==> src/source/integrity_pkg.sv <==
package integrity_pkg;

  ////////////////////////////////////////
  // Bus geometry
  ////////////////////////////////////////

  // Address and write data of the data bus request
  localparam int unsigned AddrWidth = 32;
  localparam int unsigned DataWidth = 32;
  // Both address and write data are split into this many byte lanes
  localparam int unsigned NumLanes = 4;

  // Width of the address/control checksum carried with each request
  localparam int unsigned AchkWidth = 12;
  // Error counter saturates at the all-ones value of this width
  localparam int unsigned ErrCountWidth = 8;

  ////////////////////////////////////////
  // Checksum bit layout
  ////////////////////////////////////////

  // One parity bit per address byte, starting here
  localparam int unsigned AchkAddrLsb = 0;
  // Inverted parity over prot and memtype
  localparam int unsigned AchkProtBit = 4;
  // Inverted parity over be and we
  localparam int unsigned AchkBeBit = 5;
  // Inverted dbg
  localparam int unsigned AchkDbgBit = 6;
  // Always zero on the wire
  localparam int unsigned AchkRsvdBit = 7;
  // One parity bit per write-data byte, starting here
  localparam int unsigned AchkWdataLsb = 8;

  // Positions inside the per-group error mask
  localparam int unsigned ErrAddr = 0;
  localparam int unsigned ErrCtrl = 1;
  localparam int unsigned ErrWdata = 2;
  localparam int unsigned ErrReqpar = 3;

  typedef logic [AddrWidth-1:0] addr_t;
  typedef logic [DataWidth-1:0] data_t;
  typedef logic [NumLanes-1:0] be_t;
  typedef logic [2:0] prot_t;
  typedef logic [1:0] memtype_t;
  typedef logic [AchkWidth-1:0] achk_t;
  // Request parity is the highest group, so it sets the mask width
  typedef logic [ErrReqpar:0] err_mask_t;
  typedef logic [ErrCountWidth-1:0] err_count_t;

endpackage

==> src/source/integrity_compare_stage.sv <==
`timescale 1ns/10ps

module integrity_compare_stage (
  input  logic                      clk,
  input  logic                      rst_ni,
  input  logic                      clear_i,
  input  logic                      req_i,
  input  logic                      reqpar_err_i,
  input  integrity_pkg::achk_t      achk_exp_i,
  input  integrity_pkg::achk_t      achk_rcv_i,
  output logic                      rsp_valid_o,
  output logic                      integrity_err_o,
  output logic                      alert_o,
  output integrity_pkg::err_mask_t  err_mask_o,
  output integrity_pkg::err_count_t err_count_o
);
  import integrity_pkg::*;

  // Bits set here are checksum positions that disagree
  achk_t     achk_diff;
  err_mask_t err_mask_d;
  logic      err_d;
  logic      count_full;

  ////////////////////////////////////////
  // Per-group comparison
  ////////////////////////////////////////

  assign achk_diff = achk_exp_i ^ achk_rcv_i;

  // Checksum groups only count on a request, while parity counts always
  always_comb begin
    err_mask_d            = err_mask_t'(0);
    err_mask_d[ErrAddr]   = req_i & (|achk_diff[AchkAddrLsb +: NumLanes]);
    err_mask_d[ErrCtrl]   = req_i & (|achk_diff[AchkRsvdBit:AchkProtBit]);
    err_mask_d[ErrWdata]  = req_i & (|achk_diff[AchkWdataLsb +: NumLanes]);
    err_mask_d[ErrReqpar] = reqpar_err_i;
  end

  assign err_d = |err_mask_d;

  // Counter holds once every bit is set
  assign count_full = (err_count_o == {ErrCountWidth{1'b1}});

  ////////////////////////////////////////
  // Result and status registers
  ////////////////////////////////////////

  always_ff @(posedge clk or negedge rst_ni) begin
    if (!rst_ni) begin
      rsp_valid_o     <= 1'b0;
      integrity_err_o <= 1'b0;
      err_mask_o      <= err_mask_t'(0);
    end else begin
      rsp_valid_o     <= req_i;
      integrity_err_o <= err_d;
      err_mask_o      <= err_mask_d;
    end
  end

  // Sticky alert and error count update on the same edge as the strobe.
  // A new error beats a clear arriving in the same cycle
  always_ff @(posedge clk or negedge rst_ni) begin
    if (!rst_ni) begin
      alert_o     <= 1'b0;
      err_count_o <= err_count_t'(0);
    end else if (err_d) begin
      alert_o <= 1'b1;
      if (!count_full) begin
        err_count_o <= err_count_o + err_count_t'(1);
      end
    end else if (clear_i) begin
      alert_o     <= 1'b0;
      err_count_o <= err_count_t'(0);
    end
  end

endmodule

==> config.mk <==
export PLATFORM = sky130hd
export DESIGN_NAME = integrity_compare_stage
export DESIGN_NICKNAME = d
export VERILOG_FILES = /design/src/source/integrity_pkg.sv /design/src/source/integrity_compare_stage.sv
export SDC_FILE = /design/constraint.sdc
export NUM_CORES = 1
export LEC_CHECK = 0
export BUFFER_PORTS_ARGS = -buffer_cell sky130_fd_sc_hd__buf_2
export CAP_MARGIN = 20
export CORE_MARGIN = 10
export CORE_UTILIZATION = 44
export CTS_CLUSTER_DIAMETER = 100
export CTS_CLUSTER_SIZE = 24
export DETAILED_ROUTE_END_ITERATION = 6
export GPL_ROUTABILITY_DRIVEN = 0
export GPL_TIMING_DRIVEN = 0
export PLACE_DENSITY = 0.78
export SYNTH_ARGS = -nofsm -noshare
export SYNTH_HDL_FRONTEND = slang
export SYNTH_SLANG_ARGS = --single-unit
export TNS_END_PERCENT = 10
==> constraint.sdc <==
create_clock -name clk -period 2.2 [get_ports clk]
set_clock_uncertainty 0.05 [all_clocks]
set_input_delay 0.11 -clock clk [delete_from_list [all_inputs] [get_ports clk]]
set_output_delay 0.11 -clock clk [all_outputs]
set_load 0.005 [all_outputs]
==> results.tsv <==
metric	value	unit
status	finished, final reports clean	
DRC viols	0	
vias in the first global route	844	
total grt overflow	0	
Synth warnings	0	
Worst Path Required	2330	ps
pwr dens	739	nW/µm²
r2r startpoint	err_count_o[0]	
R2R Path End	err_count_o[6]	
CTS tree	built	
Total GRT Usage	11.0	%
row count	16	
remaining antenna violation count	0	
# Max-Cap Violations	0	
Clk Latency, worst-skew pair	280	ps
Distinct cells, synth	33	
htree depth	1	
largest net degree at the start of global routing	16	
syn_area_per_cell	10.2	µm²
R2R cell count	4	
VDD IR max	0.476	mV
DP Area	1120	µm²
clk slew on worst S/H paths	90	ps
Post-layout nets	166	
register bit total from synthesis	15	
CP max FO	7	
pre-CTS setup slack	224	ps
fin crit share	91.4	%
Routed Wire Length	2410	µm
1st-iter DRT viols	28	
initial antenna violation count	0	
Endpoint, Worst Hold	alert_o	
I/O pins	44	
Final Hold Violating Endpoints	0	
Syn-to-layout area delta	35.2	%
Mapped Nets	115	
Fill cells	180	
setup repair after global routing missed its margin	no	
DIE HEIGHT	64.5	µm
fmax	497	MHz
synthesized area	871	µm²
CP Data Arrival Time	2140	ps
Via-to-Cell Ratio	5.23	
cts bufs inserted	3	
Max Slew Vio Count	0	
DPL Wire Length	1940	µm
post-DR wirelength/cell	14.9	µm
Die Wd	64.5	µm
most frequent cells in the layout	buf_2, dfrtp_1, xnor2_1	
Initial Util	45.3	%
Design Area, Final	1180	µm²
Crit Path Class	reg -> reg	
DRT Pass-1 Iters	4	
Root Driver	clkbuf_4	
Setup WS post-layout	188	ps
Slew @ Worst Pin	738	ps
leak pwr	0.000575	µW
crit start category	flip-flop	
Power Total	870	µW
Hold WS	21.1	ps
Syn Inst Count	85	
Sink Count	15	
IO buf count	43	
commonest non-fill, non-tap cell in the layout	buf_2	
Hold Crit Class	in -> reg	
flop-to-flop setup slack	190	ps
sequential-to-total area share from yosys stat	43.1	%
Setup-failing EPs final	0	
vias	847	
maximum buffer depth of the clock tree	2	
# diodes	0	
Setup crit end kind	flip-flop	
share of layout cells above drive strength 1	40.0	%
Cells on Worst Hold Path	2	
full die area	4160	µm²
core area	1920	µm²
Slew HR	50.4	%
first-pass GRT wire length	3770	µm
TNS Setup	0	ps
Final min period	2010	ps
hold_sp	clear_i	
-- critical path, cell delays in order, from the launching register on --
cell and delay [ps]:
dfrtp_1 440, ha_1 220, nand3_1 240, or4b_2 690
o221a_2 280
-- per-layer routing --
layer / vias to the layer above / wire [µm] / GRT usage, % / part of all wire (%)
met2: 14 / 1400 / 21.2 / 58
li1: 423 / - / - / -
met3: 2 / 66 / 1.37 / 2.7
met5: - / 0 / 0 / 0
met1: 408 / 917 / 11.5 / 38
met4: 0 / 24 / 4.81 / 1.0
-- logic make-up after synthesis --
kind of cell / synth area share (%)
xor+xnor: 12.1
fa+ha+maj: 1.44
flops: 43.1
compound gates: 23.1
buf+inv: 1.29
simple gates: 19.0
-- state kept, by name, summed over array words and instances, names as in the netlist --
signal,count
rsp_valid_o,1
err_count_o,8
integrity_err_o,1
alert_o,1
err_mask_o,4
-- per-stage QoR --
stage,instances,util (%)
6_report,162,61.3
5_1_grt,162,61.3
4_1_cts,162,61.3
3_5_place_dp,155,58.3
3_3_place_gp,155,58.3
2_1_floorplan,85,-
-- worst max path at each step --
stage                                end  cells after the start  slack (ps)      startpoint
after global routing      err_count_o[6]                      4         100  err_count_o[0]
after floorplan           err_count_o[6]                      4         350  err_count_o[0]
final                     err_count_o[6]                      4         190  err_count_o[0]
after detailed placement  err_count_o[6]                      4         220  err_count_o[0]
after CTS                 err_count_o[6]                      4         200  err_count_o[0]
after global placement    err_count_o[6]                      4         250  err_count_o[0]
-- cells in the mapped netlist (all sizes together) --
| master | number | area [µm²] |
|---|---|---|
| dfrtp | 15 | 375 |
| xor2 | 4 | 35.0 |
| nor2 | 3 | 30.0 |
| o21bai | 1 | 7.51 |
| a21o | 3 | 22.5 |
| o41a | 1 | 11.3 |
| or4b | 1 | 10.0 |
| or2 | 1 | 8.76 |
| a22oi | 3 | 22.5 |
| or3 | 2 | 12.5 |
| nor2b | 1 | 6.26 |
| o21a | 1 | 7.51 |
| a211oi | 3 | 22.5 |
| a221oi | 2 | 17.5 |
| o21ai | 7 | 35.0 |
| a21oi | 3 | 15.0 |
| ha | 1 | 12.5 |
| o221a | 1 | 11.3 |
| a221o | 2 | 20.0 |
| nor3 | 2 | 15.0 |
| and2 | 2 | 12.5 |
| nand4 | 3 | 18.8 |
| nand2 | 5 | 18.8 |
| a211o | 1 | 8.76 |
| nand3 | 4 | 20.0 |
| inv | 3 | 11.3 |
| and3 | 2 | 12.5 |
| xnor2 | 8 | 70.1 |
-- power by group --
group / switching, µW / internal, µW / total [µW]
clock: 89.0 / 67.4 / 156
sequential: 79.0 / 332 / 411
combinational: 145 / 158 / 303
total: 313 / 558 / 870
-- timing repair --
action | CTS | global route
hold endpoints to repair | 17 | 0
buffers inserted | 0 | 0
resized for setup | 0 | 0
hold buffers | 3 | 0
-- layout make-up --
type	instances	area, µm²	area share, %
multi-input cells	67	484	41.1
flip-flops and latches	15	375	31.9
repair buffers	46	245	20.8
well taps	27	33.8	2.87
clock buffers	3	22.5	1.91
inverters	3	11.3	0.956
clock inverters	1	5.00	0.425
Note: power is estimated with default switching activity, not from simulation.
